`config.mk`:
```
export PLATFORM = sky130hd
export DESIGN_NAME = amo_shim_flat
export DESIGN_NICKNAME = d
export VERILOG_FILES = /design/src/amo_pkg.sv /design/src/bank_if.sv /design/src/amo_alu.sv /design/src/amo_shim.sv /design/src/flat_wrapper.sv
export SDC_FILE = /design/constraint.sdc
export NUM_CORES = 1
export LEC_CHECK = 0
export ABC_AREA = 1
export CAP_MARGIN = 10
export CORE_MARGIN = 2
export CORE_UTILIZATION = 46
export CTS_CLUSTER_DIAMETER = 80
export DETAILED_ROUTE_END_ITERATION = 16
export DONT_BUFFER_PORTS = 1
export GPL_TIMING_DRIVEN = 0
export PLACE_DENSITY = 0.73
export SKIP_CTS_REPAIR_TIMING = 1
export SLEW_MARGIN = 30
export SYNTH_ARGS = -nofsm -noshare
export SYNTH_HDL_FRONTEND = slang
export SYNTH_SLANG_ARGS = --single-unit
export TNS_END_PERCENT = 20
```
`constraint.sdc`:
```
create_clock -name clk_i -period 9.5 [get_ports clk_i]
set_input_delay 1.9 -clock clk_i [delete_from_list [all_inputs] [get_ports clk_i]]
set_output_delay 1.9 -clock clk_i [all_outputs]
set_load 0.01 [all_outputs]
```
`src/amo_pkg.sv`:
```
// --------------------
// Atomic operation encoding, shared by RTL and testbench
// Atomics are 32 bits wide on a 32- or 64-bit bus
// --------------------
package amo_pkg;

    // Width of one atomic operand
    localparam int unsigned AmoWidth = 32;
    localparam int unsigned AmoBytes = AmoWidth / 8;  // Byte lanes per atomic word

    // --------------------
    // Operation encoding
    // --------------------
    // Values follow the request-side amo_i field
    typedef enum logic [3:0] {
        AmoNone = 4'h0,  // Plain load or store
        AmoSwap = 4'h1,
        AmoAdd  = 4'h2,
        AmoAnd  = 4'h3,
        AmoOr   = 4'h4,
        AmoXor  = 4'h5,
        AmoMax  = 4'h6,  // Signed
        AmoMaxu = 4'h7,  // Unsigned
        AmoMin  = 4'h8,  // Signed
        AmoMinu = 4'h9,  // Unsigned
        AmoCas  = 4'hA   // Compare-and-swap, lower word only
    } amo_op_t;

    // Codes 0xB to 0xF are unused and act like AmoNone in the ALU

endpackage

```
`src/bank_if.sv`:
```
// --------------------
// Memory stage port, single master and single slave
// Slave accepts every request, read data one cycle later
// --------------------
interface bank_if #(
    parameter int unsigned AddrWidth = 8,
    parameter int unsigned DataWidth = 64
) ();

    logic                   req;    // Access strobe
    logic [AddrWidth-1:0]   addr;   // Word address
    logic                   wen;    // 1 store, 0 load
    logic [DataWidth-1:0]   wdata;
    logic [DataWidth/8-1:0] be;     // Byte enables, used on stores
    logic [DataWidth-1:0]   rdata;  // Valid the cycle after a load

    // Request side
    modport master (
        output req, addr, wen, wdata, be,
        input  rdata
    );

    // Memory side
    modport slave (
        input  req, addr, wen, wdata, be,
        output rdata
    );

endinterface

```
`src/amo_alu.sv`:
```
// --------------------
// New memory word for one atomic, purely combinational
// Unknown op codes leave the word unchanged
// --------------------
module amo_alu (
    input  amo_pkg::amo_op_t              op_i,
    input  logic [amo_pkg::AmoWidth-1:0]  mem_i,      // Old word
    input  logic [amo_pkg::AmoWidth-1:0]  operand_i,  // Operand, or compare value for CAS
    input  logic [amo_pkg::AmoWidth-1:0]  swap_i,     // New value for CAS
    output logic [amo_pkg::AmoWidth-1:0]  result_o
);

    import amo_pkg::*;

    // --------------------
    // Shared adder
    // --------------------
    // One extra bit so that the sign of a difference never overflows
    logic [AmoWidth:0] adder_a;
    logic [AmoWidth:0] adder_b;
    logic [AmoWidth:0] adder_b_raw;
    logic [AmoWidth:0] adder_sum;
    logic              subtract;
    logic              sign_ext;  // Signed compare
    logic              mem_less;  // mem_i below operand_i
    logic              mem_equal;

    assign subtract = (op_i != AmoAdd);
    assign sign_ext = (op_i == AmoMax) || (op_i == AmoMin);

    assign adder_a     = {sign_ext & mem_i[AmoWidth-1], mem_i};
    assign adder_b_raw = {sign_ext & operand_i[AmoWidth-1], operand_i};
    assign adder_b     = subtract ? ~adder_b_raw : adder_b_raw;

    // Two's complement subtract via inverted operand plus carry in
    assign adder_sum = adder_a + adder_b + {{AmoWidth{1'b0}}, subtract};

    assign mem_less  = adder_sum[AmoWidth];
    assign mem_equal = (adder_sum == '0);

    // --------------------
    // Result select
    // --------------------
    always_comb begin
        result_o = mem_i;  // None and unused codes

        unique case (op_i)
            AmoSwap: result_o = operand_i;
            AmoAdd:  result_o = adder_sum[AmoWidth-1:0];
            AmoAnd:  result_o = mem_i & operand_i;
            AmoOr:   result_o = mem_i | operand_i;
            AmoXor:  result_o = mem_i ^ operand_i;
            AmoMax,
            AmoMaxu: begin
                result_o = mem_less ? operand_i : mem_i;
            end
            AmoMin,
            AmoMinu: begin
                result_o = mem_less ? mem_i : operand_i;
            end
            AmoCas: begin
                // Replace only on a matching compare value
                result_o = mem_equal ? swap_i : mem_i;
            end
            default: ;
        endcase
    end

endmodule

```
`src/amo_shim.sv`:
```
// --------------------
// Atomic shim, needs exclusive access to the bank behind it
// DataWidth 32 or 64; CAS is lower word only and a no-op at 32
// --------------------
module amo_shim #(
    parameter int unsigned AddrWidth = 8,
    parameter int unsigned DataWidth = 64
) (
    input  logic                   clk_i,
    input  logic                   rst_ni,
    // Requester side
    input  logic                   req_i,
    output logic                   gnt_o,    // Low while an atomic writes back
    input  logic [AddrWidth-1:0]   addr_i,
    input  amo_pkg::amo_op_t       amo_i,
    input  logic                   wen_i,    // 1 store, 0 load
    input  logic [DataWidth-1:0]   wdata_i,
    input  logic [DataWidth/8-1:0] be_i,
    output logic [DataWidth-1:0]   rdata_o,
    // Memory side
    bank_if.master                 mem
);

    import amo_pkg::*;

    typedef enum logic {
        Idle,
        DoAmo
    } state_e;

    state_e state_q;

    logic load_amo;  // Atomic accepted this cycle

    // Captured atomic request
    amo_op_t                op_q;
    logic [AddrWidth-1:0]   addr_q;
    logic                   upper_q;    // Upper word selected
    logic [AmoWidth-1:0]    operand_q;
    logic [AmoWidth-1:0]    swap_q;

    // Word select, per bus width
    logic                   upper_in;
    logic [AmoWidth-1:0]    operand_in;
    logic [AmoWidth-1:0]    swap_in;
    logic [AmoWidth-1:0]    old_word;
    logic [DataWidth-1:0]   amo_wdata;
    logic [DataWidth/8-1:0] amo_be;
    logic [DataWidth-1:0]   amo_rdata;

    amo_op_t             alu_op;
    logic [AmoWidth-1:0] alu_result;

    // --------------------
    // Word select
    // --------------------
    if (DataWidth == 64) begin : gen_wide
        assign upper_in   = be_i[4];
        assign operand_in = be_i[4] ? wdata_i[63:32] : wdata_i[31:0];
        assign swap_in    = wdata_i[63:32];  // CAS swap value rides in the upper half

        assign old_word  = upper_q ? mem.rdata[63:32] : mem.rdata[31:0];
        assign amo_wdata = upper_q ? {alu_result, {AmoWidth{1'b0}}}
                                   : {{AmoWidth{1'b0}}, alu_result};
        assign amo_be    = upper_q ? {{AmoBytes{1'b1}}, {AmoBytes{1'b0}}}
                                   : {{AmoBytes{1'b0}}, {AmoBytes{1'b1}}};
        assign amo_rdata = upper_q ? {old_word, {AmoWidth{1'b0}}}
                                   : {{AmoWidth{1'b0}}, old_word};
    end else begin : gen_narrow
        // Single word, no select and no room for a swap value
        assign upper_in   = 1'b0;
        assign operand_in = wdata_i;
        assign swap_in    = '0;

        assign old_word  = mem.rdata;
        assign amo_wdata = alu_result;
        assign amo_be    = '1;
        assign amo_rdata = old_word;
    end

    // CAS degrades to a plain write-back of the old word at 32 bits
    assign alu_op = (DataWidth == 32 && op_q == AmoCas) ? AmoNone : op_q;

    amo_alu i_amo_alu (
        .op_i      (alu_op),
        .mem_i     (old_word),
        .operand_i (operand_q),
        .swap_i    (swap_q),
        .result_o  (alu_result)
    );

    // --------------------
    // Request steering
    // --------------------
    always_comb begin
        // Pass-through by default
        mem.req   = req_i;
        mem.addr  = addr_i;
        mem.wen   = wen_i;
        mem.wdata = wdata_i;
        mem.be    = be_i;
        gnt_o     = req_i;
        rdata_o   = mem.rdata;
        load_amo  = 1'b0;

        unique case (state_q)
            Idle: begin
                if (req_i && amo_i != AmoNone) begin
                    load_amo = 1'b1;
                    mem.wen  = 1'b0;  // Atomic starts as a read
                end
            end
            DoAmo: begin
                // Bank belongs to the write-back this cycle
                gnt_o     = 1'b0;
                mem.req   = 1'b1;
                mem.addr  = addr_q;
                mem.wen   = 1'b1;
                mem.wdata = amo_wdata;
                mem.be    = amo_be;
                rdata_o   = amo_rdata;
            end
            default: ;
        endcase
    end

    // Write-back always lasts exactly one cycle
    always_ff @(posedge clk_i or negedge rst_ni) begin
        if (!rst_ni) begin
            state_q <= Idle;
        end else begin
            state_q <= load_amo ? DoAmo : Idle;
        end
    end

    // Atomic request capture
    always_ff @(posedge clk_i) begin
        if (load_amo) begin
            op_q      <= amo_i;
            addr_q    <= addr_i;
            upper_q   <= upper_in;
            operand_q <= operand_in;
            swap_q    <= swap_in;
        end
    end

endmodule

```
`src/flat_wrapper.sv`:
```
// flat-port wrapper written by rule: the top's interface ports become plain ports
module amo_shim_flat import amo_pkg::*;
#(
    parameter int unsigned AddrWidth = 8,
    parameter int unsigned DataWidth = 64
)
  (clk_i, rst_ni, req_i, gnt_o, addr_i, amo_i, wen_i, wdata_i, be_i, rdata_o, mem_req, mem_addr, mem_wen, mem_wdata, mem_be, mem_rdata);
  bank_if #(.AddrWidth(AddrWidth), .DataWidth(DataWidth)) mem_i ();
  input  logic clk_i;
  input  logic rst_ni;
  input  logic req_i;
  output logic gnt_o;
  input  logic [AddrWidth-1:0] addr_i;
  input  amo_pkg::amo_op_t amo_i;
  input  logic wen_i;
  input  logic [DataWidth-1:0] wdata_i;
  input  logic [DataWidth/8-1:0] be_i;
  output logic [DataWidth-1:0] rdata_o;
  output wire logic [$bits(mem_i.req)-1:0] mem_req;
  output wire logic [$bits(mem_i.addr)-1:0] mem_addr;
  output wire logic [$bits(mem_i.wen)-1:0] mem_wen;
  output wire logic [$bits(mem_i.wdata)-1:0] mem_wdata;
  output wire logic [$bits(mem_i.be)-1:0] mem_be;
  input wire logic [$bits(mem_i.rdata)-1:0] mem_rdata;
  assign mem_req = mem_i.req;
  assign mem_addr = mem_i.addr;
  assign mem_wen = mem_i.wen;
  assign mem_wdata = mem_i.wdata;
  assign mem_be = mem_i.be;
  assign mem_i.rdata = mem_rdata;
  amo_shim #(.AddrWidth(AddrWidth), .DataWidth(DataWidth)) u_core (.clk_i(clk_i), .rst_ni(rst_ni), .req_i(req_i), .gnt_o(gnt_o), .addr_i(addr_i), .amo_i(amo_i), .wen_i(wen_i), .wdata_i(wdata_i), .be_i(be_i), .rdata_o(rdata_o), .mem(mem_i));
endmodule
```
# Yosys cells after proc, flatten, opt, wreduce, memory -nomap -nowiden
# Index checks and enable logic that the tools add are counted.
[word_totals]
register_bits = 78
in_bits = 152
output_inout_bits = 147
word_cells = 53
[classes]
addsub = 2
eq_ne = 11
n_mux = 21
n_bitwise = 7
n_reduce_logical = 6
[op_table]
columns = ["operator", "n"]
rows = [
  ["two-way mux 64 bit", 4],
  ["one-hot mux 32 bit (8 select lines)", 1],
  ["two-way mux 32 bit", 5],
  ["adder 33 x 1 -> 33 bit", 1],
  ["adder 33 bit", 1],
  ["zero test 33 bit", 1],
  ["two-way mux 33 bit", 1],
  ["inverter 33 bit", 1],
  ["bitwise AND 32 bit", 1],
  ["bitwise OR 32 bit", 1],
  ["bitwise XOR 32 bit", 1],
  ["two-way mux 8 bit", 3],
  ["equality test 4 x 3 -> 1 bit (second input constant)", 4],
  ["equality test 4 bit (second input constant)", 3],
  ["equality test 4 x 2 -> 1 bit (second input constant)", 2],
  ["two-way mux 1 bit", 6],
  ["equality test 4 x 1 -> 1 bit (second input constant)", 1],
  ["inequality test 4 x 2 -> 1 bit (second input constant)", 1],
  ["nonzero test 4 bit", 1],
  ["OR reduction 2 bit", 2],
  ["bitwise AND 1 bit", 2],
  ["one-hot mux 1 bit (2 select lines)", 1],
  ["logical AND 1 bit", 1],
  ["logical OR 1 bit", 1],
  ["inverter 1 bit", 1],
]

# Logic depth before layout (Yosys ltp)
# Gate-level depths: netlist of the first run.
[logic_depth]
ltp_word = 12
ltp_mapped = 32
depth_no_buf = 28

# By module
# From an unflattened synthesis of the first run, not the netlist that was laid out.
[unflattened]
cells_unflattened = 1853
area_unflattened_um2 = 11409.7
[by_module_without_submodules]
columns = ["module", "instances", "cells_per_inst", "area_each_um2", "seq_area_each_um2"]
rows = [
  ["amo_alu", 1, 1267, 6850.3, 0.0],
  ["amo_shim", 1, 586, 4559.4, 2337.2],
]

# Least setup slack after synthesis of the first run
# Ideal clock, no wire load.
[synth_timing]
kind = "in2out"
start = "in req_i"
end = "out mem_wen"
arrival_time_ns = 7.717
required_ns = 7.600
slack_ns = -0.117
stages = 3
n_path_buf = 0
cell_sequence = "inv_1 nor3_1 nor2_1"
[synth_via]
elab_chain_len = 3
[synth_lines]
columns = ["item", "line_no", "text"]
rows = [
  ["from (decl)", "flat_wrapper.sv:11", "input logic req_i;"],
  ["logical AND 1 bit", "amo_shim.sv:108", "if (req_i && amo_i != AmoNone) begin"],
  ["two-way mux 1 bit", "amo_shim.sv:108", ""],
  ["one-hot mux 1 bit (2 select lines)", "amo_shim.sv:106", "unique case (state_q)"],
  ["to (decl)", "flat_wrapper.sv:21", "output wire logic [$bits(mem_i.wen)-1:0] mem_wen;"],
]
# No other way between the ends.

# Final worst setup path of the first run
[layout_timing]
start = "reg u_core.op_q[2] (netlist: u_core.alu_op[2])"
end = "out mem_wdata[40]"
[layout_via]
elab_chain_len = 12
word_cells_on_any_way = 27
cone_classes = "add/sub: 2; eq/ne: 11; mux: 7; bitwise: 3; reduce/logical: 4"
[layout_lines]
columns = ["item", "line_no", "text"]
rows = [
  ["from (decl)", "amo_shim.sv:36", "amo_op_t op_q;"],
  ["from (signal assigned)", "amo_shim.sv:139", "op_q <= amo_i;"],
  ["equality test 4 x 3 -> 1 bit or equality test 4 bit (tied branches)", "amo_alu.sv:29, amo_alu.sv:47", ""],
  ["logical OR 1 bit", "amo_alu.sv:29", "assign sign_ext = (op_i == AmoMax) || (op_i == AmoMin);"],
  ["bitwise AND 1 bit", "amo_alu.sv:32", "assign adder_b_raw = {sign_ext & operand_i[AmoWidth-1], operand_i};"],
  ["inverter 33 bit", "amo_alu.sv:33", "assign adder_b = subtract ? ~adder_b_raw : adder_b_raw;"],
  ["two-way mux 33 bit", "amo_alu.sv:33", ""],
  ["adder 33 bit", "amo_alu.sv:36", "assign adder_sum = adder_a + adder_b + {{AmoWidth{1'b0}}, subtract};"],
  ["adder 33 x 1 -> 33 bit", "amo_alu.sv:36", ""],
  ["zero test 33 bit", "amo_alu.sv:39", "assign mem_equal = (adder_sum == '0);"],
  ["two-way mux 32 bit", "amo_alu.sv:63", "result_o = mem_equal ? swap_i : mem_i;"],
  ["one-hot mux 32 bit (8 select lines) *", "amo_alu.sv:47", "unique case (op_i)"],
  ["two-way mux 64 bit *", "amo_shim.sv:63", "assign amo_wdata = upper_q ? {alu_result, {AmoWidth{1'b0}}}"],
  ["two-way mux 64 bit *", "amo_shim.sv:106", ""],
  ["to (decl)", "flat_wrapper.sv:22", "output wire logic [$bits(mem_i.wdata)-1:0] mem_wdata;"],
]
# Every way passes the cells marked *; elsewhere a longest branch is shown, timed or not.

==> metrics, run 1 <==
outcome complete, no violations; routed wire length 43.4 mm; Placement Cell Area 11600 um2; Area Growth Syn to Fin 7.51%; Worst path slowest cell edfxtp_1; setup ws final 1380 ps; Ys Warns 0; #FFs+latches synth 78; Die Wd 159 um; start point of the critical path u_core.alu_op[2]$_DFFE_PP_; RSZ-0062 raised after global routing false; routed vias/inst 5.59; post-synthesis sequential area ratio 21.1%; clock latency on the worst-skew pair 340 ps; cell family contributing the most delay on the critical path simple AND/OR/NAND/NOR gates; max cap viols 0; wire length on met3 4.23 mm; synthesized area per cell 5.94 um2; Hold Path Cell Cnt 2; all-layer global routing usage 32.7%; wire length on met2 19.4 mm; max layer used met4; Worst Hold End u_core.swap_q[0]$_DFFE_PP_; sequential power share 27.3%; Post-Syn Area 11100 um2; site row count 56; Slew HR 35.3%; DIE AREA 25300 um2; Final Cell Area 11900 um2; antenna violations before repair 3; Die Span Y 159 um; wire length per cell 19.6 um; arrival time worst endpoint 6220 ps; H-tree depth 3; clk root buf clkbuf_16; clk sinks 78; Final GP Congestion 0.976; syn nets 2119; NetSw 0.000688 W; CP bufs+invs 6; final core utilization 50.6%; cts bufs inserted 9; Worst VDD drop 0.128 mV; Cell Chain, Critical Path nor2_1 -> inv_1 -> nor2_1 -> clkbuf_1 -> buf_1 -> buf_2 -> xor2_1 -> inv_1 -> ha_1 -> a21oi_1 -> o21ai_0 -> a21oi_1 -> nor3_1 -> nor2_1 -> nand3_1 -> nand2_2 -> nand2_1 -> nand2_1 -> buf_2 -> nor2_1 -> nor3_1 -> nand2_1 -> nand3_1 -> nand2_1; worst hold margin 1060 ps; Port Buf Inserts 0; Overflow after GRT 0; final setup fails 0; residual DRC count 0; switching share of power 44.1%; Clock Skew 6.91 ps; worst-margin pin slew 960 ps; Hold Crit Class reg2reg; fin crit share 85.5%; CP peak stage delay 520 ps; setup_tns 0 ps; starting density of the core 47.1%; 1st-iter DRT viols 1184; first-pass GRT wire length 64.2 mm; crit-path max FO 10; CP Data Required Time 7600 ps; CP Class reg2out; CTS tree done; Clk pwr share 25.1%; CP Launch Type flop; met1 wire length 18.3 mm; core area 23500 um2; Ports 299; Antenna Nets Post-Route 0; share of post-route cells with drive strength above 1 5.51%; HP Start u_core.state_q$_DFF_PN0_; clk buf depth 2; Tmin final 8120 ps; Slew Viols, Final 0; RR Endpoint u_core.operand_q[25]$_DFFE_PP_; clock-pin slew on the worst setup and hold paths 60 ps; Power Dens Cells 131 nW/um2; number of global-route vias before repair 11200; TritonRoute pass-1 iters 6; DR vias 12300; Worst R2R Path Depth 6; f_max 123 MHz; # nets final 2136; HPWL after DPL 36.1 mm; logic gate share of total power 47.5%; Final Hold Fails 0; largest net degree at the start of global routing 17; CP Capture Type output port; internal power 0.000873 W; LEAKAGE 6.36 nW; Setup WS pre-CTS 1930 ps; RR Startpoint u_core.state_q$_DFF_PN0_; Synth cell types 45; R2R Setup Slk 7300 ps; Synth Instances 1866
## power groups by stage
| stage | Sequential [W] | Clock [W] | Combinational, W |
|---|---|---|---|
| floorplan | 0.000426 | 0 | 0.000523 |
| global placement | 0.000435 | 0 | 0.000709 |
| detailed placement | 0.000432 | 0 | 0.000723 |
| CTS | 0.000425 | 0.000392 | 0.000727 |
| global route | 0.000428 | 0.000405 | 0.000817 |
| finish | 0.000426 | 0.000393 | 0.000743 |
## final cells by class
cell class / instances / area (um2)
Timing Repair Buffer: 6 / 75.1
Fill cell: 2496 / 11600
Buffer: 81 / 377
Antenna cell: 3 / 7.51
Clock inverter: 6 / 111
Tap cell: 319 / 399
Multi-Input combinational cell: 1411 / 7270
Inverter: 296 / 1110
Sequential cell: 78 / 2340
Clock buffer: 9 / 225
## registers in the layout (all words and copies together) (netlist names)
register and count:
u_core.addr_q 8, u_core.upper_q 1, u_core.swap_q 32, u_core.alu_op 4, u_core.operand_q 32, u_core.state_q 1
## routing by layer
layer	vias to the layer above	GRT usage, %
li1	5979	-
met4	0	12.1
met1	5544	43.9
met2	738	53.3
met5	-	0
met3	80	5.05
## metrics by stage
stage,instances,power [W]
2_1_floorplan,1866,0.000949
3_3_place_gp,2185,0.00114
3_5_place_dp,2191,0.00116
4_1_cts,2206,0.00154
5_1_grt,2209,0.00165
6_report,2209,0.00156
## cells in the mapped netlist (all sizes together)
cell type  instances  area, um2
o211ai             4       30.0
nor4               2       12.5
a21oi             37        200
clkbuf            40        150
dfrtp              1       25.0
and2               1       6.26
o21ai             66        330
a2111oi            6       52.6
a31oi              2       12.5
and3               1       6.26
fa                 1       20.0
o21bai             4       30.0
or2                1       6.26
a211oi             3       22.5
inv              294       1100
nand3b             1       7.51
nor2             226        886
xnor2              4       35.0
o22ai              4       25.0
nand3            147        768
a221oi            22        193
nor3              37        195
buf               41        226
ha               100       1250
edfxtp            77       2310
o221ai             3       26.3
clkinv             2       7.51
nand4             40        250
o2111ai           13        114
a22o               1       8.76
xor2              34        298
nand2            650       2460
a21o               1       7.51
## cell families after synthesis
| group | Yosys count | share of synthesized area, % |
|---|---|---|
| xor+xnor | 38 | 3.00 |
| buf+inv | 377 | 13.4 |
| simple gates | 1106 | 41.5 |
| flops | 78 | 21.1 |
| compound gates | 166 | 9.50 |
| fa+ha+maj | 101 | 11.5 |
## placed cells by master (no fill, tap or decap), types with 6 or more instances in the layout
cell / netlist / layout
nand2_1: 643 / 643
inv_1: 274 / 274
nor2_1: 217 / 216
nand3_1: 142 / 142
ha_1: 100 / 100
edfxtp_1: 77 / 77
o21ai_0: 62 / 62
clkbuf_1: 40 / 40
nand4_1: 40 / 40
xor2_1: 34 / 34
nor3_1: 35 / 34
a21oi_1: 33 / 33
buf_2: 28 / 28
a221oi_1: 22 / 22
inv_2: 20 / 20
o2111ai_1: 13 / 13
clkbuf_16: 0 / 9
buf_6: 4 / 8
nor2_2: 6 / 7
buf_1: 7 / 7
nand2_2: 7 / 7
a2111oi_0: 6 / 6
## how the worst max path moves through the flow
| stage | to | slack, ps | cells past startpoint |
|---|---|---|---|
| floorplan | mem_wen | 2280 | 3 |
| global placement | mem_wen | 1060 | 3 |
| detailed placement | mem_wdata[9] | 1930 | 24 |
| CTS | mem_wdata[9] | 1530 | 24 |
| global route | mem_wdata[10] | 950 | 24 |
| finish | mem_wdata[40] | 1380 | 24 |
## worst min-delay path, cell delays in order, from the launching register on
cell	delay, ps
dfrtp_1	320
clkbuf_1	390
nor3_4	170
No activity file was read; power rests on OpenSTA's default activity.
==> inputs of run 2 (changes only) <==
- CORE_UTILIZATION: 46 -> 35
- PLACE_DENSITY: 0.73 -> 0.61
==> metrics, run 2 (synthesis results as in run 1) <==
largest net degree at the start of global routing 16 (-1); wire length per cell 19.5 um (-0.56%); Top Registers u_core.operand_q x32, u_core.swap_q x32, u_core.addr_q x8; fin crit share 85.4% (-0.13 points); Clock Skew 6.46 ps (-0.453 ps); Setup WS pre-CTS 1960 ps (+33.7 ps); final setup fails 0 (unchanged); Hold Crit Class reg2reg; antenna violations before repair 0 (-3); Final Hold Fails 0 (unchanged); Worst path slowest cell buf_1; arrival time worst endpoint 6210 ps (about the same); first-pass GRT wire length 66.2 mm (+3.0%); CP Data Required Time 7600 ps (about the same); Cell Chain, Critical Path nor2_1 -> inv_1 -> nor2_1 -> clkbuf_1 -> buf_1 -> buf_2 -> xor2_1 -> inv_1 -> ha_1 -> a21oi_1 -> o21ai_0 -> a21oi_1 -> nor3_1 -> nor2_1 -> nand3_1 -> nand2_2 -> nand2_1 -> nand2_1 -> buf_2 -> nor2_1 -> nor3_1 -> nand2_1 -> nand3_1 -> nand2_1; DR vias 12100 (-1.9%); # nets final 2136 (unchanged); Slew HR 39.4% (+4.1 points); site row count 65 (+16%); all-layer global routing usage 26.4% (-6.3 points); commonest non-fill, non-tap cell in the layout nand2_1; Power Dens Cells 126 nW/um2 (-3.6%); H-tree depth 3 (unchanged); HPWL after DPL 38.2 mm (+5.9%); core area 31400 um2 (+33%); routed wire length 44.7 mm (+3.1%); Port Buf Inserts 0 (unchanged); Tmin final 8110 ps (-12.6 ps); number of global-route vias before repair 11300 (+0.75%); Ports 299 (unchanged); setup ws final 1390 ps (+12.6 ps); DIE AREA 33100 um2 (+31%); CP Capture Type output port; setup_tns 0 ps (unchanged); CP Launch Type flop; CP Class reg2out; outcome complete, no violations; worst-margin pin slew 900 ps (-60.3 ps); clock-pin slew on the worst setup and hold paths 70 ps (about the same); Ant. Diodes 0 (-3); RSZ-0062 raised after global routing false; Area Growth Syn to Fin 7.95%; CP peak stage delay 540 ps (+20 ps); LEAKAGE 6.34 nW (-0.39%); Worst VDD drop 0.0916 mV (-29%); TritonRoute pass-1 iters 6 (unchanged); routed vias/inst 5.29 (-5.4%); Final GP Congestion 0.953 (-2.4%); clock latency on the worst-skew pair 340 ps (about the same); starting density of the core 35.3% (-12 points); residual DRC count 0 (unchanged); clk root buf clkbuf_16; max cap viols 0 (unchanged); Slew Viols, Final 0 (unchanged); Die Span Y 182 um (+14%); cts bufs inserted 9 (unchanged); clk buf depth 2 (unchanged); CTS tree done; crit-path max FO 10 (unchanged); Antenna Nets Post-Route 0 (unchanged); clk sinks 78 (unchanged); Overflow after GRT 0 (unchanged); commonest cells after routing, fill and taps aside nand2_1, inv_1, nor2_1, nand3_1, ha_1; 1st-iter DRT viols 811 (-32%); Die Wd 182 um (+14%); share of post-route cells with drive strength above 1 5.51% (about the same); f_max 123 MHz (+0.16%)
[run 2: cell type report]
| type | instances | area [um2] |
|---|---|---|
| Clock inverter | 5 | 60.1 |
| Fill cell | 3485 | 19400 |
| Tap cell | 402 | 503 |
| Inverter | 296 | 1110 |
| Sequential cell | 78 | 2340 |
| Timing Repair Buffer | 6 | 71.3 |
| Clock buffer | 11 | 233 |
| Buffer | 81 | 377 |
| Multi-Input combinational cell | 1411 | 7270 |
[run 2: report_power, final]
part	internal, W	switching (W)
combinational	0.000211	0.000529
clock	0.000204	0.000141
sequential	0.000407	0.0000195
total	0.000822	0.000689
[run 2: through the flow]
| stage | hold slack, ps | cells | utilization (%) | power [W] | area, um2 |
|---|---|---|---|---|---|
| after floorplan | 1340 | 1866 | - | 0.000949 | 11100 |
| after global placement | 1600 | 2268 | 36.9 | 0.00115 | 11600 |
| after detailed placement | 952 | 2274 | 37.2 | 0.00116 | 11700 |
| after CTS | 954 | 2290 | 38.1 | 0.00150 | 12000 |
| after global routing | 999 | 2290 | 38.1 | 0.00161 | 12000 |
| final | 949 | 2290 | 38.1 | 0.00151 | 12000 |
[run 2: critical path, delay by kind of cell (launching register included)]
family	cells	cell delay, ps
and+or+nand+nor	13	2070
DFF	1	460
xor gates and xnor gates	1	170
AOI/OAI and AO/OA	3	790
adders and majority gates	1	400
buffers and inverters	6	1940
[run 2: worst paths after layout]
path | startpoint | end | slack (ps) | cells after the start
worst max-delay path | u_core.alu_op[2]$_DFFE_PP_ | mem_wdata[45] | 1390 | 24
min in group asynchronous | rst_ni | u_core.state_q$_DFF_PN0_ | 1250 | 0
worst max register to register | u_core.state_q$_DFF_PN0_ | u_core.swap_q[24]$_DFFE_PP_ | 7120 | 7
worst min register to register | u_core.state_q$_DFF_PN0_ | u_core.state_q$_DFF_PN0_ | 950 | 2
max in group asynchronous | rst_ni | u_core.state_q$_DFF_PN0_ | 8190 | 0
worst min-delay path | u_core.state_q$_DFF_PN0_ | u_core.state_q$_DFF_PN0_ | 950 | 2
[run 2: metal layers]
metal,global-route usage [%],vias up,part of all wire [%]
met1,35.8,5497,44
met5,0,-,0
met2,44.0,578,46
met4,8.16,0,2.7
li1,-,5965,-
met3,3.17,66,7.7
